**config.mk**
```make
export PLATFORM = sky130hd
export DESIGN_NAME = ufiConfigRegs
export DESIGN_NICKNAME = d
export VERILOG_FILES = /design/src/hdl/ufiPkg.sv /design/src/hdl/ufiConfigRegs.sv
export SDC_FILE = /design/constraint.sdc
export NUM_CORES = 1
export LEC_CHECK = 0
export BUFFER_PORTS_ARGS = -buffer_cell sky130_fd_sc_hd__buf_2
export CORE_AREA = 5 5 42 44
export DETAILED_ROUTE_END_ITERATION = 8
export DIE_AREA = 0 0 47 49
export PLACE_DENSITY_LB_ADDON = 0.05
export SLEW_MARGIN = 20
export SYNTH_ARGS = -nofsm -noshare
export SYNTH_HDL_FRONTEND = slang
export SYNTH_SLANG_ARGS = --single-unit
```
**constraint.sdc**
```tcl
create_clock -name iUfiClk -period 1.05 [get_ports iUfiClk]
set_input_delay 0.1575 -clock iUfiClk [delete_from_list [all_inputs] [get_ports iUfiClk]]
set_output_delay 0.1575 -clock iUfiClk [all_outputs]
set_load 0.05 [all_outputs]
```
**src/hdl/ufiPkg.sv**
```systemverilog
// Shared hub definitions; master, queue and ID queue counts must stay powers of two, queues at least 2 deep
package ufiPkg;

	//--------------------------------------------------
	// Sizes
	//--------------------------------------------------
	localparam int lpDataWidth    = 8;                       // RAM word
	localparam int lpAdrsWidth    = 10;                      // 1024 words
	localparam int lpRamDepth     = 1 << lpAdrsWidth;
	localparam int lpMasterNum    = 4;                       // mcs, spi, vtb, atb
	localparam int lpCreditNum    = 2;                       // Credits per master, also queue depth
	localparam int lpIdQueueDepth = 4;                       // RAM latency plus one register

	// Derived pointer widths
	localparam int lpMasterIdWidth = $clog2(lpMasterNum);
	localparam int lpQueuePtrWidth = $clog2(lpCreditNum);
	localparam int lpIdPtrWidth    = $clog2(lpIdQueueDepth);

	//--------------------------------------------------
	// Enums
	//--------------------------------------------------
	// Lower value wins in fixed priority
	typedef enum logic [lpMasterIdWidth-1:0] {
		mcsM,
		spiM,
		vtbM,
		atbM
	} ufiMaster_e;

	typedef enum logic {
		opRead,
		opWrite
	} ufiOp_e;

	typedef enum logic {
		arbFixed,
		arbRoundRobin
	} ufiArbMode_e;

	//--------------------------------------------------
	// Bus structs
	//--------------------------------------------------
	typedef struct packed {
		logic                   valid;
		ufiOp_e                 op;
		logic [lpAdrsWidth-1:0] adrs;
		logic [lpDataWidth-1:0] wdata;
	} ufiReq_t;

	typedef struct packed {
		logic                   valid;
		ufiOp_e                 op;
		logic [lpAdrsWidth-1:0] adrs;
		logic [lpDataWidth-1:0] wdata;
		ufiMaster_e             id;      // Requesting master
	} ufiCmd_t;

	typedef struct packed {
		logic                   valid;   // One cycle per read
		logic [lpDataWidth-1:0] rdata;
	} ufiRsp_t;

	typedef struct packed {
		logic                   valid;
		logic                   addr;    // 0 enable mask, 1 arbitration mode
		logic [lpMasterNum-1:0] data;
	} ufiCfgWr_t;

endpackage

```
**src/hdl/ufiConfigRegs.sv**
```systemverilog
// Enable mask and arbitration mode; a write lands on the sampling edge, only data bit 0 sets the mode
`timescale 1ns/1ns

module ufiConfigRegs
	import ufiPkg::*;
(
	input  logic                   iUfiClk,
	input  logic                   rstN,
	input  ufiCfgWr_t              cfgWr,
	output logic [lpMasterNum-1:0] cfgEnable,
	output ufiArbMode_e            cfgMode
);

	//--------------------------------------------------
	// Register decode
	//--------------------------------------------------
	always_ff @(posedge iUfiClk or negedge rstN)
	begin
		if (!rstN)
		begin
			cfgEnable <= '1;          // All masters on
			cfgMode   <= arbFixed;    // mcs first
		end
		else if (cfgWr.valid)
		begin
			if (cfgWr.addr == 1'b0)
			begin
				cfgEnable <= cfgWr.data;                   // One bit per master
			end
			else
			begin
				cfgMode <= ufiArbMode_e'(cfgWr.data[0]);   // Upper bits ignored
			end
		end
	end

	// Read-back is the register itself, the arbiter sees the same value

endmodule

```
==> reports/metrics.yaml <==
worst_setup_path:
  crit_path_cell_trace: "buf_8"
  crit_path_end_kind: "primary output"
  crit_type: "register to primary output"
  r2r_slack_ns: 0.31
  reg2reg_depth: 1
  worstReg2RegEnd: "cfgMode$_DFFE_PN0P_"
  slowest_stage: "dfstp_2"
  cp.required_ns: 0.89
  critical-path-max-stage-delay_ns: 0.54
  path_max_fanout: 2
  critPathLaunchType: "register"
  cp_num_buf_inv: 1
  crit_family: "flip-flops"
  crit_arrival_ns: 0.92
  rr_startpoint: "cfgMode$_DFFE_PN0P_"
route:
  dr_total_vias: 163
  wire_per_inst_um: 10.2
  first_pass_iters: 2
  drtIter0Drc: 1
  ant_nets: 0
  route.detailed.drc: 0
  wirelength_um: 458
  vias_per_cell: 3.62
finish:
  final_area_um2: 364
  final_cell_mix: "8 x buf_2, 4 x mux2_2, 4 x dfstp_2, 4 x buf_8, 3 x clkbuf_4"
  multi_input_area_um2: 77.6
  drive_above_1_share_pct: 86.2
  diodes: 0
  seq_area_um2: 130
  area_growth_pct: 75.3
  stdcell_count: 45
  nets: 38
  final_common_cell: "buf_2"
  n_fill_cell: 160
timing:
  period_share_pct: 103
  fin_setup_tns_ns: -0.0989
  slew_headroom_pct: 83.4
  final-hold-violation-count: 0
  layout_setup_ws_ns: -0.0284
  drv_slew: 0
  final-setup-viol-count: 4
  fin_skew_ns: 0
  worst_pin_slew_ns: 0.250
  rsz0062_at_grt: "true"
  post-route-min-period_ns: 1.08
  max_freq_mhz: 927
clock_tree:
  root_buffer: "clkbuf_4"
  clock_path_buffers: 2
  cts-buffers-inserted: 3
  cts_max_level: 1
  clk_pin_slew_worst_paths_ns: 0.04
  clk_latency_ns: 0.23
  clock_sinks: 5
  cts_tree: "yes"
  postCtsSetupRepairBufs: 0
floorplanning:
  start_util_pct: 14.8
  rows: 14
  dieHeight_um: 49
  chipWidth_um: 47
  dieArea_um2: 2300
  io_pins: 13
  core_region_area_um2: 1400
logic_synthesis:
  syn_area_um2: 208
  synthCells: 12
  synth.avg_cell_area_um2: 17.3
  synth_cell_types: 6
  yosysSeqAreaShare_pct: 62.7
  synth_nets: 20
  synth-seq-cells: 5
  ys_warn_count: 0
worst_hold_path:
  min_path_type: "input pin to register"
  hold_path_depth: 2
  hold_end: "cfgEnable[3]$_DFFE_PN1P_"
  min-delay-start: "cfgWr[3]"
power_and_ir_drop:
  power_density_nw_per_um2: 1980
  finalPower_uw: 722
  vdd_drop_max_uv: 746
  leakage_uw: 0.000168
run_status:
  violations: "negative setup slack"
  outcome: "finished with violations"
grt:
  track_usage_pct: 5.03
  grt_max_degree: 6
  grt-ovfl-total: 0
  grt_first_pass_wirelength_um: 731
  first_global_vias: 173
  antenna_found_initial: 0
placement:
  gp_congestion: 0.593
  placed_area_um2: 288
  port_buffers: 12
  dp_cells: 40
flow_run:
  drv_cap: 0
## cell usage after synthesis
library cell / count / area share, %
dfstp_2: 4 / 51
nand2_1: 1 / 1.8
mux2_2: 4 / 22
dfrtp_1: 1 / 12
nor2b_4: 1 / 6.6
mux2_4: 1 / 7.2
## final cells by class
class | count | share of cell area, %
Timing Repair Buffer | 13 | 30.2
Clock buffer | 4 | 7.22
Sequential cell | 5 | 35.7
Tap cell | 16 | 5.50
Multi-Input combinational cell | 7 | 21.3
## where the power goes
part	internal, µW	leakage, µW	total [µW]	switching (µW)
Combinational	107	0.0000988	242	135
Clock	143	0.0000150	217	74.0
Sequential	240	0.0000538	262	22.4
## sequential cells by signal, summed over array words and instances (netlist names)
signal / count
cfgEnable: 4
cfgMode: 1
## worst max path at each step
stage,from,to,slack (ns),cells after the start
2_1_floorplan,cfgMode$_DFFE_PN0P_,cfgMode$_DFFE_PN0P_,0.06,1
3_3_place_gp,cfgEnable[1]$_DFFE_PN1P_,cfgEnable[1],0.13,1
3_5_place_dp,cfgEnable[0]$_DFFE_PN1P_,cfgEnable[0],0.13,1
4_1_cts,cfgEnable[3]$_DFFE_PN1P_,cfgEnable[3],-0.04,1
5_1_grt,cfgEnable[2]$_DFFE_PN1P_,cfgEnable[2],-0.07,1
6_report,cfgEnable[0]$_DFFE_PN1P_,cfgEnable[0],-0.03,1
## per-layer routing
| layer | global-route usage, % | part of all wire (%) |
|---|---|---|
| met4 | 2.76 | 0 |
| met2 | 5.66 | 52 |
| met1 | 5.61 | 36 |
| met5 | 0 | 0 |
| met3 | 5.54 | 12 |
## cell families (layout without fill, tap and decap cells)
group / after synthesis / in the layout / synth area share, %
buffers and inverters: 0 / 17 / 0
flip-flops: 5 / 5 / 62.6
multiplexers: 5 / 5 / 28.9
AND/OR/NAND/NOR: 2 / 2 / 8.43
## through the flow
stage / utilization (%) / worst slack (ns) / hold WS (ns)
final: 26.0 / -0.0284 / 0.149
after global routing: 26.0 / -0.0676 / 0.139
after CTS: 26.0 / -0.0429 / 0.140
after detailed placement: 20.5 / 0.130 / -0.0183
after global placement: 20.5 / 0.134 / -0.0201
after floorplan: - / 0.0646 / -0.138
## repair_timing
item,CTS,global route
endpoints found under the setup margin,4,4
pin swaps,0,0
gates resized for setup,12,0
hold buffers,1,0
gates cloned,0,0
endpoints found under the hold margin,5,0
(Power assumes the default switching activity.)
