`src/hdl/ufiPkg.sv`:
```
// Shared hub definitions; master, queue and ID queue counts must stay powers of two, queues at least 2 deep
package ufiPkg;

	//--------------------------------------------------
	// Sizes
	//--------------------------------------------------
	localparam int lpDataWidth    = 8;                       // RAM word
	localparam int lpAdrsWidth    = 10;                      // 1024 words
	localparam int lpRamDepth     = 1 << lpAdrsWidth;
	localparam int lpMasterNum    = 4;                       // mcs, spi, vtb, atb
	localparam int lpCreditNum    = 2;                       // Credits per master, also queue depth
	localparam int lpIdQueueDepth = 4;                       // RAM latency plus one register

	// Derived pointer widths
	localparam int lpMasterIdWidth = $clog2(lpMasterNum);
	localparam int lpQueuePtrWidth = $clog2(lpCreditNum);
	localparam int lpIdPtrWidth    = $clog2(lpIdQueueDepth);

	//--------------------------------------------------
	// Enums
	//--------------------------------------------------
	// Lower value wins in fixed priority
	typedef enum logic [lpMasterIdWidth-1:0] {
		mcsM,
		spiM,
		vtbM,
		atbM
	} ufiMaster_e;

	typedef enum logic {
		opRead,
		opWrite
	} ufiOp_e;

	typedef enum logic {
		arbFixed,
		arbRoundRobin
	} ufiArbMode_e;

	//--------------------------------------------------
	// Bus structs
	//--------------------------------------------------
	typedef struct packed {
		logic                   valid;
		ufiOp_e                 op;
		logic [lpAdrsWidth-1:0] adrs;
		logic [lpDataWidth-1:0] wdata;
	} ufiReq_t;

	typedef struct packed {
		logic                   valid;
		ufiOp_e                 op;
		logic [lpAdrsWidth-1:0] adrs;
		logic [lpDataWidth-1:0] wdata;
		ufiMaster_e             id;      // Requesting master
	} ufiCmd_t;

	typedef struct packed {
		logic                   valid;   // One cycle per read
		logic [lpDataWidth-1:0] rdata;
	} ufiRsp_t;

	typedef struct packed {
		logic                   valid;
		logic                   addr;    // 0 enable mask, 1 arbitration mode
		logic [lpMasterNum-1:0] data;
	} ufiCfgWr_t;

endpackage

```
`src/hdl/ufiReqQueue.sv`:
```
// Per-master request FIFO; the master must obey its credits, so overflow is never checked here
`timescale 1ns/1ns

module ufiReqQueue
	import ufiPkg::*;
(
	input  logic    iUfiClk,
	input  logic    rstN,
	input  ufiReq_t req,     // Master request spending one credit
	output ufiReq_t head,    // Oldest entry to arbiter
	input  logic    grant,   // Pop head
	output logic    credit   // One pulse per pop
);

	ufiReq_t                    mem [lpCreditNum];   // Entry storage
	logic [lpQueuePtrWidth-1:0] wrPtr;
	logic [lpQueuePtrWidth-1:0] rdPtr;
	logic [lpQueuePtrWidth:0]   count;               // 0 .. lpCreditNum
	logic                       grantQ;              // Pop seen last edge

	//--------------------------------------------------
	// Entry storage write
	//--------------------------------------------------
	always_ff @(posedge iUfiClk)
	begin
		if (req.valid)
		begin
			mem[wrPtr] <= req;
		end
	end

	//--------------------------------------------------
	// Pointers, count and credit return
	//--------------------------------------------------
	always_ff @(posedge iUfiClk or negedge rstN)
	begin
		if (!rstN)
		begin
			wrPtr  <= '0;
			rdPtr  <= '0;
			count  <= '0;
			grantQ <= 1'b0;
			credit <= 1'b0;
		end
		else
		begin
			if (req.valid)
				wrPtr <= wrPtr + 1'b1;   // Wraps at depth
			if (grant)
				rdPtr <= rdPtr + 1'b1;

			case ({req.valid, grant})
				2'b10:   count <= count + 1'b1;
				2'b01:   count <= count - 1'b1;
				default: count <= count;   // Idle or push with pop
			endcase

			// Credit leaves one cycle after the pop edge
			grantQ <= grant;
			credit <= grantQ;
		end
	end

	// Head payload from storage with valid while not empty
	always_comb
	begin
		head       = mem[rdPtr];
		head.valid = (count != '0);
	end

endmodule

```
`config.mk`:
```
export PLATFORM = sky130hd
export DESIGN_NAME = ufiReqQueue
export DESIGN_NICKNAME = d
export VERILOG_FILES = /design/src/hdl/ufiPkg.sv /design/src/hdl/ufiReqQueue.sv
export SDC_FILE = /design/constraint.sdc
export NUM_CORES = 1
export LEC_CHECK = 0
export BUFFER_PORTS_ARGS = -buffer_cell sky130_fd_sc_hd__buf_4
export CAP_MARGIN = 40
export CORE_ASPECT_RATIO = 0.6
export CORE_MARGIN = 1
export CORE_UTILIZATION = 46
export DETAILED_ROUTE_END_ITERATION = 10
export PLACE_DENSITY = 0.82
export SLEW_MARGIN = 25
export SYNTH_ARGS = -nofsm -noshare
export SYNTH_HDL_FRONTEND = slang
export SYNTH_SLANG_ARGS = --single-unit
export TNS_END_PERCENT = 50
```
`constraint.sdc`:
```
create_clock -name iUfiClk -period 1.7 [get_ports iUfiClk]
set_input_delay 0.255 -clock iUfiClk [delete_from_list [all_inputs] [get_ports iUfiClk]]
set_output_delay 0.255 -clock iUfiClk [all_outputs]
set_load 0.03 [all_outputs]
```
==> results.toml <==
[power_and_ir_drop]
power.density_nw_per_um2 = 1680
clkPwrFrac = 0.163
power_frac_seq = 0.418
swShare = 0.333
leakage_nw = 0.895
p_int_mw = 2.43
p_switching_mw = 1.21
pwr-share-comb = 0.419
ir_drop_v = 0.000823
finalPower_mw = 3.64

[placement]
dpl_cell_area_um2 = 2080
port_buffers = 43
dp_hpwl_um = 1840
routabilityCongestion = 0.678

[sta]
finClkSkew_ns = 0.00387
rsz0062_at_grt = "false"
slew_viol_final = 0
fin_crit_ns = 1.63
hold_violations = 0
final.period_utilization = 0.958
setup_viol = 0
finalSetupTns_ns = 0
hold-worst-slack_ns = 0.105
max-slew-margin-rel = 0.821
fmax_mhz = 614
tightest_slew_ns = 0.268

[grt]
gr-total-overflow = 0
grt_pass1_wl_um = 3870
antenna_found_initial = 0
track_usage = 0.144
grt_pass1_vias = 835
grt_max_degree = 20

[final_layout]
finalCoreUtilization = 0.645
nNetsFinal = 154
fin_area_um2 = 2170
drive_gt1_frac = 0.565
nFillCells = 241
area_growth_pct = 29.2
antenna_cells = 0

[logic_synthesis]
ys_warn_count = 0
avgSynthCellArea_um2 = 22.1
syn_nets = 100
synth-compound-area-share = 0
synth_top_family_by_area = "multiplexers"
yosys.area_share.simple = 0.0119
ys_ff_latch = 44
synthAdderAreaFrac = 0.00745
ys_types = 11
synth_area_um2 = 1680
synthMuxAreaShare = 0.170
synthCells = 76
synth_xor_area_frac = 0.0261
ys_seq_area_frac = 0.769

[cts]
insertion_delay_ns = 0.28
post_cts_buffers = 0
cts-root-to-sink-buffers = 2
clk_pin_slew_ns = 0.07
root_buffer = "clkbuf_8"
cts_sinks = 44
cts_buffers = 5
cts_tree = "yes"
ctsResizeCount = 0
cts_max_level = 2

[setup_path]
crit_top_cell = "buf_4"
cp_slowest_cell = "dfrtp_1"
critical_path.startpoint_type = "flop"
path_buf_inv = 2
end_kind = "output port"
crit_cells = 3
worstPathRequired_ns = 1.44
arrival_ns = 1.37
critical_path_class = "reg -> out"
crit_fanout = 10
critPathTopFamily = "buffers and inverters"
worstPathCellList = "buf_4, mux2_4, buf_4"
reg2reg_depth = 2
slowest_delay_ns = 0.36

[detailed_routing]
antenna_left = 0
drt_drc_violations_left = 0
drt_pre_antenna_iters = 3
wl_per_cell_um = 14.5
wirelength_um = 2550
num_vias = 821
drt-initial-drc-count = 9
drt-vias-per-instance = 4.66

[floorplan]
core_um2 = 3360
die_w_um = 80
rows = 16
die_y_um = 48.8
die-area_um2 = 3900
io_pins = 44
initial_core_util = 0.499

[hold_path]
hp-class = "in -> reg"
hold_depth = 1

[run_status]
status = "complete, no violations"

[run]
drv_cap = 0
power by group through the flow:
stage | logic (mW) | clock network (mW) | registers [mW]
floorplan | 1.09 | 0 | 1.52
global placement | 1.52 | 0 | 1.52
detailed placement | 1.54 | 0 | 1.55
CTS | 1.54 | 0.620 | 1.52
global route | 1.60 | 0.663 | 1.54
finish | 1.53 | 0.594 | 1.52
cells in the mapped netlist:
cell type	number	area share
inv_1	1	0.0022
buf_6	2	0.013
nor2_1	2	0.0045
edfxtp_1	38	0.68
or2_1	1	0.0037
dfrtp_1	6	0.089
xnor2_1	2	0.010
xor2_1	3	0.016
ha_1	1	0.0075
mux2_4	19	0.17
and2_1	1	0.0037
timing repair:
item	CTS	global route
setup endpoints to repair	0	0
hold buffers	1	0
endpoints found under the hold margin	6	0
kinds of logic (layout without fill, tap and decap cells):
family | Yosys count | count (layout)
buf+inv | 3 | 58
mux | 19 | 19
fa+ha+maj | 1 | 1
flops | 44 | 44
simple gates | 4 | 4
xor+xnor | 5 | 5
registers in the layout, indices dropped and copies added, names as in the netlist:
name	cells
rdPtr	1
mem	38
wrPtr	1
grantQ	1
count	2
credit	1
final timing paths:
kind | from | endpoint | slack [ns]
worst max-delay path | rdPtr$_DFFE_PN0P_ | head[7] | 0.07
worst min-delay path | grant | grantQ$_DFF_PN0_ | 0.11
worst max register to register | wrPtr$_DFFE_PN0P_ | mem[1][15]$_DFFE_PP_ | 0.54
worst min register to register | grantQ$_DFF_PN0_ | credit$_DFF_PN0_ | 0.37
max in group asynchronous | rstN | count[0]$_DFFE_PN0P_ | 1.26
min in group asynchronous | rstN | grantQ$_DFF_PN0_ | 0.32
worst reg2reg max path, delay by kind of cell, from the launching register on:
family	cells	cell delay, ns
buf+inv	1	0.27
flops	1	0.41
simple gates	1	0.16
cell type report:
class / count / area, um2 / share of cell area
Inverter: 1 / 3.75 / 0.00173
Sequential cell: 44 / 1290 / 0.595
Clock inverter: 2 / 11.3 / 0.00519
Clock buffer: 6 / 72.6 / 0.0334
Multi-Input combinational cell: 29 / 364 / 0.168
Timing Repair Buffer: 49 / 370 / 0.171
Tap cell: 45 / 56.3 / 0.0260
metal layers:
layer | vias up | part of all wire | track usage
li1 | 392 | - | -
met1 | 399 | 0.39 | 0.148
met2 | 25 | 0.53 | 0.252
met3 | 5 | 0.061 | 0.0579
met4 | 0 | 0.018 | 0.0744
met5 | - | 0 | 0
stage by stage:
stage | instances | setup slack, ns
4_1_cts | 176 | 0.0518
3_5_place_dp | 167 | 0.378
3_3_place_gp | 167 | 0.389
2_1_floorplan | 76 | 0.0832
5_1_grt | 176 | 0.0100
6_report | 176 | 0.0719
cells in the final DEF, fill, tap and decap left out:
master          n
dlygate4sd3_1   1
xnor2_1         2
buf_4          48
ha_1            1
clkinv_1        1
nor2_1          1
or2_1           1
xor2_1          3
inv_1           1
dfrtp_1         6
clkinvlp_4      1
mux2_4         19
clkbuf_1        1
and2_1          1
edfxtp_1       38
nor2_2          1
clkbuf_8        5
Note: power is estimated with default switching activity, not from simulation.
