File: src/hdl/ufiPkg.sv
// Shared hub definitions; master, queue and ID queue counts must stay powers of two, queues at least 2 deep
package ufiPkg;

	//--------------------------------------------------
	// Sizes
	//--------------------------------------------------
	localparam int lpDataWidth    = 8;                       // RAM word
	localparam int lpAdrsWidth    = 10;                      // 1024 words
	localparam int lpRamDepth     = 1 << lpAdrsWidth;
	localparam int lpMasterNum    = 4;                       // mcs, spi, vtb, atb
	localparam int lpCreditNum    = 2;                       // Credits per master, also queue depth
	localparam int lpIdQueueDepth = 4;                       // RAM latency plus one register

	// Derived pointer widths
	localparam int lpMasterIdWidth = $clog2(lpMasterNum);
	localparam int lpQueuePtrWidth = $clog2(lpCreditNum);
	localparam int lpIdPtrWidth    = $clog2(lpIdQueueDepth);

	//--------------------------------------------------
	// Enums
	//--------------------------------------------------
	// Lower value wins in fixed priority
	typedef enum logic [lpMasterIdWidth-1:0] {
		mcsM,
		spiM,
		vtbM,
		atbM
	} ufiMaster_e;

	typedef enum logic {
		opRead,
		opWrite
	} ufiOp_e;

	typedef enum logic {
		arbFixed,
		arbRoundRobin
	} ufiArbMode_e;

	//--------------------------------------------------
	// Bus structs
	//--------------------------------------------------
	typedef struct packed {
		logic                   valid;
		ufiOp_e                 op;
		logic [lpAdrsWidth-1:0] adrs;
		logic [lpDataWidth-1:0] wdata;
	} ufiReq_t;

	typedef struct packed {
		logic                   valid;
		ufiOp_e                 op;
		logic [lpAdrsWidth-1:0] adrs;
		logic [lpDataWidth-1:0] wdata;
		ufiMaster_e             id;      // Requesting master
	} ufiCmd_t;

	typedef struct packed {
		logic                   valid;   // One cycle per read
		logic [lpDataWidth-1:0] rdata;
	} ufiRsp_t;

	typedef struct packed {
		logic                   valid;
		logic                   addr;    // 0 enable mask, 1 arbitration mode
		logic [lpMasterNum-1:0] data;
	} ufiCfgWr_t;

endpackage

File: src/hdl/ufiReadRouter.sv
// Steers read data by ID; relies on in-order RAM returns and never more than lpIdQueueDepth reads in flight
`timescale 1ns/1ns

module ufiReadRouter
	import ufiPkg::*;
(
	input  logic                   iUfiClk,
	input  logic                   rstN,
	input  ufiCmd_t                cmd,
	input  logic                   rdValid,
	input  logic [lpDataWidth-1:0] rdData,
	output ufiRsp_t                mRsp [lpMasterNum]
);

	ufiMaster_e              idQ [lpIdQueueDepth];   // Outstanding read IDs
	logic [lpIdPtrWidth-1:0] wrPtr;
	logic [lpIdPtrWidth-1:0] rdPtr;
	logic                    push;
	logic [lpMasterNum-1:0]  rspValid;               // One-hot per master
	logic [lpDataWidth-1:0]  rspData;                // Shared by all masters

	assign push = cmd.valid && (cmd.op == opRead);   // Same cycle RAM starts the read

	//--------------------------------------------------
	// ID queue
	//--------------------------------------------------
	always_ff @(posedge iUfiClk)
	begin
		if (push)
			idQ[wrPtr] <= cmd.id;
		if (rdValid)
			rspData <= rdData;
	end

	always_ff @(posedge iUfiClk or negedge rstN)
	begin
		if (!rstN)
		begin
			wrPtr    <= '0;
			rdPtr    <= '0;
			rspValid <= '0;
		end
		else
		begin
			if (push)
				wrPtr <= wrPtr + 1'b1;
			rspValid <= '0;   // Single-cycle pulse
			if (rdValid)
			begin
				rdPtr               <= rdPtr + 1'b1;   // Pop oldest ID
				rspValid[idQ[rdPtr]] <= 1'b1;
			end
		end
	end

	//--------------------------------------------------
	// Response fan-out
	//--------------------------------------------------
	always_comb
	begin
		for (int m = 0; m < lpMasterNum; m++)
		begin
			mRsp[m] = '{valid: rspValid[m], rdata: rspData};
		end
	end

endmodule

File: config.mk
export PLATFORM = sky130hd
export DESIGN_NAME = ufiReadRouter
export DESIGN_NICKNAME = d
export VERILOG_FILES = /design/src/hdl/ufiPkg.sv /design/src/hdl/ufiReadRouter.sv
export SDC_FILE = /design/constraint.sdc
export NUM_CORES = 1
export LEC_CHECK = 0
export BUFFER_PORTS_ARGS = -buffer_cell sky130_fd_sc_hd__clkbuf_2
export CAP_MARGIN = 10
export CELL_PAD_IN_SITES_DETAIL_PLACEMENT = 1
export CELL_PAD_IN_SITES_GLOBAL_PLACEMENT = 1
export CORE_ASPECT_RATIO = 0.5
export CORE_MARGIN = 2
export CORE_UTILIZATION = 30
export CTS_BUF_LIST = sky130_fd_sc_hd__clkbuf_16
export CTS_CLUSTER_DIAMETER = 200
export CTS_CLUSTER_SIZE = 30
export DETAILED_ROUTE_END_ITERATION = 8
export PLACE_DENSITY_LB_ADDON = 0.05
export SLEW_MARGIN = 20
export SYNTH_ARGS = -nofsm -noshare
export SYNTH_HDL_FRONTEND = slang
export SYNTH_SLANG_ARGS = --single-unit
File: constraint.sdc
create_clock -name iUfiClk -period 2.7 [get_ports iUfiClk]
set_input_delay 0 -clock iUfiClk [delete_from_list [all_inputs] [get_ports iUfiClk]]
set_output_delay 0 -clock iUfiClk [all_outputs]
set_load 0.005 [all_outputs]
==> run_results.csv <==
group,metric,value,unit
floorplanning,coreArea,0.00343,mm²
cts,cts_resized,0,
cts,htreeDepth,1,
cts,clk_pin_slew,0.06,ns
detailed_routing,totalWireLength,1750,µm
sta,whs,0.0906,ns
global_routing,grt_pass1_wl,2480,µm
cts,insertion_delay,0.25,ns
sta,setup-tns-final,0,ns
detailed_routing,wl_per_cell,10.8,µm
sta,setup_viol,0,
outcome,status,"completed",
placed_design,dp_hpwl,1360,µm
setup_path,crit_path_end,"rspValid[3]",
power,p_comb_share,22.7,%
detailed_routing,dr.first_iter.drc_count,11,
power,p_leak,0.645,nW
floorplanning,io_pins,69,
setup_path,crit_type,"reg -> reg",
cells_and_area,fin_nets,150,
sta,hold_viol,0,
global_routing,antenna_found_initial,0,
setup_path,crit_chain,"mux4_2 -> and3_1",
detailed_routing,vias,618,
global_routing,grt_max_degree,13,
global_routing,grt_pass1_vias,556,
cells_and_area,final_cells,162,
cts,clock-sinks,24,
detailed_routing,avgViaCountPerCell,3.81,
sta,relSlewSlack,73.7,%
sta,finClkSkew,0.00553,ns
sta,fin_ws,1.34,ns
synth,ys_seq_area_share,63.0,%
global_routing,grt_usage,8.43,%
power,p_sw_share,25.1,%
setup_path,worstPathArrival,1.50,ns
synth,ys_ff_latch,24,
setup_path,worst_path_largest_cell_delay,0.59,ns
setup_path,end_kind,"flop",
placed_design,port_buffers,50,
cells_and_area,diodes,0,
power,ir_drop,0.237,mV
placed_design,globalplace.congestion,0.651,
power,seq_power_share,48.8,%
detailed_routing,dr.pass1.iters,2,
setup_path,cp_slowest_cell,"mux4_2",
sta,worstMarginPinSlew,0.393,ns
setup_path,start_kind,"flop",
setup_path,cp_data_required_time,2.84,ns
synth,synth.largest_area_cell,"edfxtp_1",
flow_run,maxCapViolCount,0,
cts,clockRootBuffer,"clkbuf_16",
sta,max_freq,735,MHz
synth,synth_area,0.00108,mm²
synth,netlist.area_leader.share,44.4,%
placed_design,post-place-ws,1.34,ns
setup_path,cp_top_family,"multiplexers",
synth,avgSynthCellArea,15.2,µm²
floorplanning,die_y,46.4,µm
cells_and_area,area_growth,29.5,%
synth,ys.warnings.count,0,
floorplanning,initial_utilization,31.5,%
sta,rsz0062_at_grt,"no",
synth,synth_cell_types,15,
sta,drv_slew,0,
setup_path,worstSetupStartpoint,"rdPtr[0]",
setup_path,regToRegSetupSlack,1.34,ns
cells_and_area,most-common-layout-cells,"50 x clkbuf_2, 16 x edfxtp_1, 11 x dlygate4sd3_1, 8 x dfrtp_1",
setup_path,timing.rr.end,"rspValid[3]",
detailed_routing,drc,0,
setup_path,worstPathMaxFanout,4,
power,power_density,764,mW/mm²
min_path,hp-class,"in -> reg",
setup_path,r2r-start,"rdPtr[0]",
synth,synthTopCellsByArea,"edfxtp_1 44%, dfrtp_1 19%, buf_4 17%",
setup_path,reg2regPathDepth,2,
floorplanning,rows,15,
setup_path,worst-path-buf-inv,0,
cts,clock_path_buffers,2,
power,clkPwrFrac,28.6,%
cts,tritoncts,"yes",
detailed_routing,ant_nets,0,
cells_and_area,drive_above_1_share,53.2,%
sta,period_needed,1.36,ns
floorplanning,design.die.area,0.00413,mm²
power,power_switching,0.268,mW
synth,synth_nets,108,
synth,postSynthCellCount,71,
global_routing,grt.overflow.total,0,
power,intPower,0.801,mW
cts,cts-buffers-inserted,3,
floorplanning,die_w,88.9,µm
cells_and_area,layout_commonest_cell,"clkbuf_2",
sta,finalCritPeriodShare,50.4,%
setup_path,worst-path-stages,2,
placed_design,dp_cells,148,
[power groups by stage]
stage                     combinational [mW]  clock (mW)  sequential, mW
after floorplan                        0.174           0           0.522
after global placement                 0.229           0           0.525
after detailed placement               0.238           0           0.530
after CTS                              0.249       0.318           0.524
after global routing                   0.282       0.331           0.536
final                                  0.242       0.306           0.521
[logic make-up after synthesis]
group | after synthesis | share of synthesized area (%)
and+or+nand+nor | 10 | 7.06
DFF | 24 | 63.0
buffers and inverters | 27 | 17.7
muxes | 3 | 5.21
xor gates and xnor gates | 3 | 2.43
adders and majority gates | 4 | 4.63
[tightest hold or removal path: stages]
cell and delay (ns):
clkbuf_2 0.07, nor2b_1 0.09, xnor2_1 0.14
[state kept, by name, indices dropped and copies added (netlist names)]
signal	flops
rdPtr	2
rspValid	4
wrPtr	2
rspData	8
idQ	8
[synthesized netlist by cell type (all sizes together)]
master,n
inv,3
xor2,1
edfxtp,16
and2,4
dfrtp,8
buf,24
mux2,1
xnor2,2
nor2b,1
nand2,1
and3,1
mux4,2
nor3,1
nor3b,2
ha,4
[worst min path at each step]
stage	start	cells after the start	end	slack (ns)
2_1_floorplan	rstN	0	rdPtr[0]	-0.30
3_3_place_gp	rstN	1	rspValid[3]	-0.15
3_5_place_dp	rstN	1	rspValid[3]	-0.14
4_1_cts	cmd[20]	3	wrPtr[0]	0.1
5_1_grt	cmd[20]	3	wrPtr[0]	0.14
6_report	cmd[20]	3	wrPtr[0]	0.09
[per-stage QoR]
step,area (µm²),utilization [%],total power [mW]
finish,1400,40.8,1.07
global route,1400,40.8,1.15
CTS,1400,40.8,1.09
detailed placement,1210,35.4,0.767
global placement,1210,35.4,0.754
floorplan,1080,-,0.696
[cell type report]
cell class,count,area (µm²)
Tap cell,51,63.8
Fill cell,391,2030
Sequential cell,24,681
Clock buffer,3,75.1
Inverter,3,11.3
Multi-Input combinational cell,20,209
Timing Repair Buffer,61,360
[metal layers]
layer,vias to the layer above,global-route usage [%],part of all wire [%]
met4,0,1.82,0
met5,-,0,0
li1,296,-,-
met2,36,15.4,50
met1,286,9.32,38
met3,0,3.76,12
[repair_timing]
action / in CTS / in global routing
hold endpoints to repair: 24 / 0
buffers inserted: 0 / 0
hold buffers: 11 / 0
No activity file was read; power rests on OpenSTA's default activity.
