===== src/hdl/ufiPkg.sv =====
// Shared hub definitions; master, queue and ID queue counts must stay powers of two, queues at least 2 deep
package ufiPkg;

	//--------------------------------------------------
	// Sizes
	//--------------------------------------------------
	localparam int lpDataWidth    = 8;                       // RAM word
	localparam int lpAdrsWidth    = 10;                      // 1024 words
	localparam int lpRamDepth     = 1 << lpAdrsWidth;
	localparam int lpMasterNum    = 4;                       // mcs, spi, vtb, atb
	localparam int lpCreditNum    = 2;                       // Credits per master, also queue depth
	localparam int lpIdQueueDepth = 4;                       // RAM latency plus one register

	// Derived pointer widths
	localparam int lpMasterIdWidth = $clog2(lpMasterNum);
	localparam int lpQueuePtrWidth = $clog2(lpCreditNum);
	localparam int lpIdPtrWidth    = $clog2(lpIdQueueDepth);

	//--------------------------------------------------
	// Enums
	//--------------------------------------------------
	// Lower value wins in fixed priority
	typedef enum logic [lpMasterIdWidth-1:0] {
		mcsM,
		spiM,
		vtbM,
		atbM
	} ufiMaster_e;

	typedef enum logic {
		opRead,
		opWrite
	} ufiOp_e;

	typedef enum logic {
		arbFixed,
		arbRoundRobin
	} ufiArbMode_e;

	//--------------------------------------------------
	// Bus structs
	//--------------------------------------------------
	typedef struct packed {
		logic                   valid;
		ufiOp_e                 op;
		logic [lpAdrsWidth-1:0] adrs;
		logic [lpDataWidth-1:0] wdata;
	} ufiReq_t;

	typedef struct packed {
		logic                   valid;
		ufiOp_e                 op;
		logic [lpAdrsWidth-1:0] adrs;
		logic [lpDataWidth-1:0] wdata;
		ufiMaster_e             id;      // Requesting master
	} ufiCmd_t;

	typedef struct packed {
		logic                   valid;   // One cycle per read
		logic [lpDataWidth-1:0] rdata;
	} ufiRsp_t;

	typedef struct packed {
		logic                   valid;
		logic                   addr;    // 0 enable mask, 1 arbitration mode
		logic [lpMasterNum-1:0] data;
	} ufiCfgWr_t;

endpackage


===== src/hdl/ufiArbiter.sv =====
// One grant per cycle among enabled heads; cmd is registered, so the RAM sees it one cycle after the grant
`timescale 1ns/1ns

module ufiArbiter
	import ufiPkg::*;
(
	input  logic                   iUfiClk,
	input  logic                   rstN,
	input  ufiReq_t                heads [lpMasterNum],
	input  logic [lpMasterNum-1:0] cfgEnable,
	input  ufiArbMode_e            cfgMode,
	output logic [lpMasterNum-1:0] grant,
	output ufiCmd_t                cmd
);

	logic [lpMasterNum-1:0]     reqMask;    // Valid and enabled
	logic [lpMasterIdWidth-1:0] startIdx;   // First master to look at
	logic [lpMasterIdWidth-1:0] idx;
	logic                       found;
	ufiMaster_e                 winner;
	ufiMaster_e                 lastGrant;  // Round robin pointer
	logic                       cmdValid;
	ufiCmd_t                    cmdPay;     // Registered payload fields

	//--------------------------------------------------
	// Request mask
	//--------------------------------------------------
	always_comb
	begin
		for (int m = 0; m < lpMasterNum; m++)
		begin
			reqMask[m] = heads[m].valid & cfgEnable[m];   // Disabled heads wait
		end
	end

	// Fixed mode starts at mcs and round robin just past the last winner
	assign startIdx = (cfgMode == arbRoundRobin) ? lastGrant + 1'b1 : '0;

	//--------------------------------------------------
	// First hit from startIdx wins
	//--------------------------------------------------
	always_comb
	begin
		found  = 1'b0;
		winner = mcsM;
		idx    = '0;
		for (int i = 0; i < lpMasterNum; i++)
		begin
			idx = lpMasterIdWidth'(int'(startIdx) + i);   // Wraps around
			if (!found && reqMask[idx])
			begin
				found  = 1'b1;
				winner = ufiMaster_e'(idx);
			end
		end
	end

	// One-hot grant popping the winning queue on this edge
	always_comb
	begin
		grant         = '0;
		grant[winner] = found;
	end

	//--------------------------------------------------
	// Command register
	//--------------------------------------------------
	always_ff @(posedge iUfiClk or negedge rstN)
	begin
		if (!rstN)
		begin
			cmdValid  <= 1'b0;
			lastGrant <= atbM;   // So mcs is first after reset
		end
		else
		begin
			cmdValid <= found;
			if (found)
				lastGrant <= winner;
		end
	end

	always_ff @(posedge iUfiClk)
	begin
		if (found)
		begin
			cmdPay <= '{valid: 1'b1,
			            op:    heads[winner].op,
			            adrs:  heads[winner].adrs,
			            wdata: heads[winner].wdata,
			            id:    winner};
		end
	end

	// Valid from the reset flop and the rest from payload
	always_comb
	begin
		cmd       = cmdPay;
		cmd.valid = cmdValid;
	end

endmodule


===== config.mk =====
export PLATFORM = sky130hd
export DESIGN_NAME = ufiArbiter
export DESIGN_NICKNAME = d
export VERILOG_FILES = /design/src/hdl/ufiPkg.sv /design/src/hdl/ufiArbiter.sv
export SDC_FILE = /design/constraint.sdc
export NUM_CORES = 1
export LEC_CHECK = 0
export ABC_AREA = 1
export BUFFER_PORTS_ARGS = -buffer_cell sky130_fd_sc_hd__buf_4
export CORE_AREA = 3 3 70 72
export CTS_CLUSTER_SIZE = 30
export DETAILED_ROUTE_END_ITERATION = 10
export DIE_AREA = 0 0 73 75
export PLACE_DENSITY = 0.85
export SYNTH_ARGS = -nofsm -noshare
export SYNTH_HDL_FRONTEND = slang
export SYNTH_SLANG_ARGS = --single-unit

===== constraint.sdc =====
create_clock -name iUfiClk -period 3.7 [get_ports iUfiClk]
set_clock_uncertainty 0.15 [all_clocks]
set_input_delay 0.37 -clock iUfiClk [delete_from_list [all_inputs] [get_ports iUfiClk]]
set_output_delay 0.37 -clock iUfiClk [all_outputs]
set_load 0.05 [all_outputs]

==> out/results.ini <==
[sta]
fin_ws_ns=0.5273
maxSlewHeadroom=0.6097
setup_tns_ns=0
post-route-period-util=0.8575
hold_violations=0
worstMarginPinSlew_ns=0.5833
period_minus_slack_ns=3.173
setup_viol=0
grt_setup_unrepaired=no
timing.fmax_mhz=315.2
drv_slew=0

[grt]
track_usage=0.2266
antenna_found_initial=0
grt_pass1_vias=2415
grt_pass1_wl_um=10030
grt_max_degree=39
grt_overflow=0

[die]
fp.dieH_um=75
die_w_um=73
fp-row-count=24
start_util=0.4899
top_level_ports=113
fp.coreArea_sq_um=4354
die-area_sq_um=5475

[clocking]
clk_latency_ns=0.27
cts_max_level=1
ctsRootBufferMaster=clkbuf_8
cts_tree=yes
cts_made_buffers=3
cts.clk_slew.worst_paths_ns=0.09
cts.sinks=24
cts_resized=0
clk_path_buf_depth=2
post_cts_buffers=0

[placement]
hpwl_um=4746
port-buffer-count=112
place_ws_ns=0.8894
gp_congestion=0.9292

[worst_setup_path]
setup.worst_path.class=reg2out
crit_chain=inv_2 -> nand2_1 -> nand2_1 -> nand2_1 -> nand2_1 -> nand2_1 -> nand2_1 -> nand2_1 -> buf_4 -> nand2_1 -> nand2_1 -> inv_1 -> nor2_1 -> buf_4
cp_max_fo=21
cpLargestDelayFamily=simple AND/OR/NAND/NOR gates
critPathMaxStageDelay_ns=0.58
crit_top_cell=nand2_1
cp-end-kind=output port
crit_slowest_cell=dfstp_2
reg2reg_depth=13
cp.depth=14
arrival_ns=2.65
start_kind=register
required_ns=3.18
path_buf_inv=4

[power]
internal_power_mw=1.238
p_clk_frac=0.089
p_per_area_nw_per_um2=882.7
ir_worst_vdd_uv=431.9
share_comb_of_total_power=0.696
pwr-share-seq=0.215
power.leakage_nw=1.868
p_switching_mw=1.458
swShare=0.5410

[synth]
ys_types=15
syn_area_sq_um=2133
synth_area_leader_cell=edfxtp_1
yosys_most_used_dff=edfxtp_1
synth_top_area_frac=0.2956
synth.area.top_cells=edfxtp_1 30%, nand3_1 29%, inv_1 15%
postSynthCellCount=347
ys_seq_elements=24
avgSynthCellArea_sq_um=6.148
async_flop_share=0.1250
synth_nets=434
synth_commonest_cells=124 x nand3_1, 88 x inv_1, 73 x nand2_1
synth-seq-area-share=0.3320
synth_most_common_cell=nand3_1
synth_edf_count=21
ys_warn_count=0

[route]
vias=2629
avgRoutedWirePerCell_um=12.50
drt-pass1-iter-count=5
via_per_inst=5.237
drt_iter0_markers=162
postRouteAntennaNets=0
routed_wirelength_um=6276
drc=0

[final_layout]
area_growth_pct=43.17
drive_above_1_share=0.2867
final_nets=538
antenna_cells=0
fillers=383

[flow_run]
cap_violations=0

[status]
status=finished, final reports clean

[min_path]
worstHoldPathType=in2async

## flip-flops by register name (all words and copies together), names as in the netlist
name	count
lastGrant	2
cmdValid	1
cmd	21
## path summary, 6_finish.rpt
path	startpoint	end	slack, ns
setup reg to reg	lastGrant[0]	cmd[15]	0.91
setup / recovery	lastGrant[0]	grant[1]	0.53
min in group iUfiClk	heads[36]	cmd[18]	0.34
hold reg to reg	lastGrant[1]	lastGrant[1]	0.35
max in group asynchronous	rstN	lastGrant[0]	2.94
hold / removal	rstN	cmdValid	0.27
## routing by layer
metal	up-vias	GRT usage	wire [um]
li1	1293	-	-
met2	174	0.4032	3123
met4	0	0.07787	100
met3	14	0.05741	762
met5	-	0	0
met1	1148	0.2647	2290
## cell families after synthesis
logic type             Yosys count  share of synthesized area
AND/OR/NAND/NOR                210                     0.4481
buffers and inverters          112                     0.2176
flip-flops                      24                     0.3320
AO/OA/AOI/OAI                    1                   0.002344
## timing repair
action                     in CTS  in global routing
setup endpoints to repair       0                  0
hold endpoints to repair        3                  0
hold buffers                    1                  0
## per-stage QoR
step	cell area [sq um]	cells	utilization	hold WS, ns	total power, mW
global route	3054	502	0.7014	0.2916	2.893
detailed placement	2973	497	0.6828	0.01373	2.459
CTS	3054	502	0.7014	0.2805	2.706
floorplan	2133	347	-	-0.07559	1.986
global placement	2973	497	0.6828	0.01206	2.420
finish	3054	502	0.7014	0.2709	2.696
## power by group through the flow
| stage | logic, mW | clock network (mW) | registers, mW |
|---|---|---|---|
| floorplan | 0.967 | 0 | 1.02 |
| global placement | 1.84 | 0 | 0.582 |
| detailed placement | 1.87 | 0 | 0.585 |
| CTS | 1.88 | 0.241 | 0.581 |
| global route | 2.05 | 0.252 | 0.590 |
| finish | 1.88 | 0.240 | 0.579 |
## worst register-to-register path, cell delays in order, from the launching register on
cell     delay (ns)
dfstp_2        0.58
inv_2          0.05
nand2_1        0.27
nand2_1        0.16
nand3_1        0.11
nand2_1        0.09
nand2_1        0.13
nand2_1        0.06
nand2_1        0.07
nand2_1        0.05
nor2_1         0.45
buf_4          0.30
nand3_1        0.11
nand2_1        0.08
## area by class of cell
type                    count  area [sq um]  area share
clock buffers               3         41.29     0.01352
well taps                  52         65.06     0.02130
inverters                  90         337.8      0.1106
clock inverters             1         30.03    0.009832
multi-input cells         211         960.9      0.3146
flip-flops and latches     24         708.2      0.2319
repair buffers            121         910.9      0.2982
## layout by cell type, fill, tap and decap left out, drive strengths merged
cell type and instances:
nor2 8, clkbuf 3, nand3 124, inv 90, edfxtp 21, nor3 2, dfstp 2, nand4 3
dlygate4sd3 1, bufinv 1, buf 120, nand2 73, dfrtp 1, o21ai 1
Note: power is estimated with default switching activity, not from simulation.
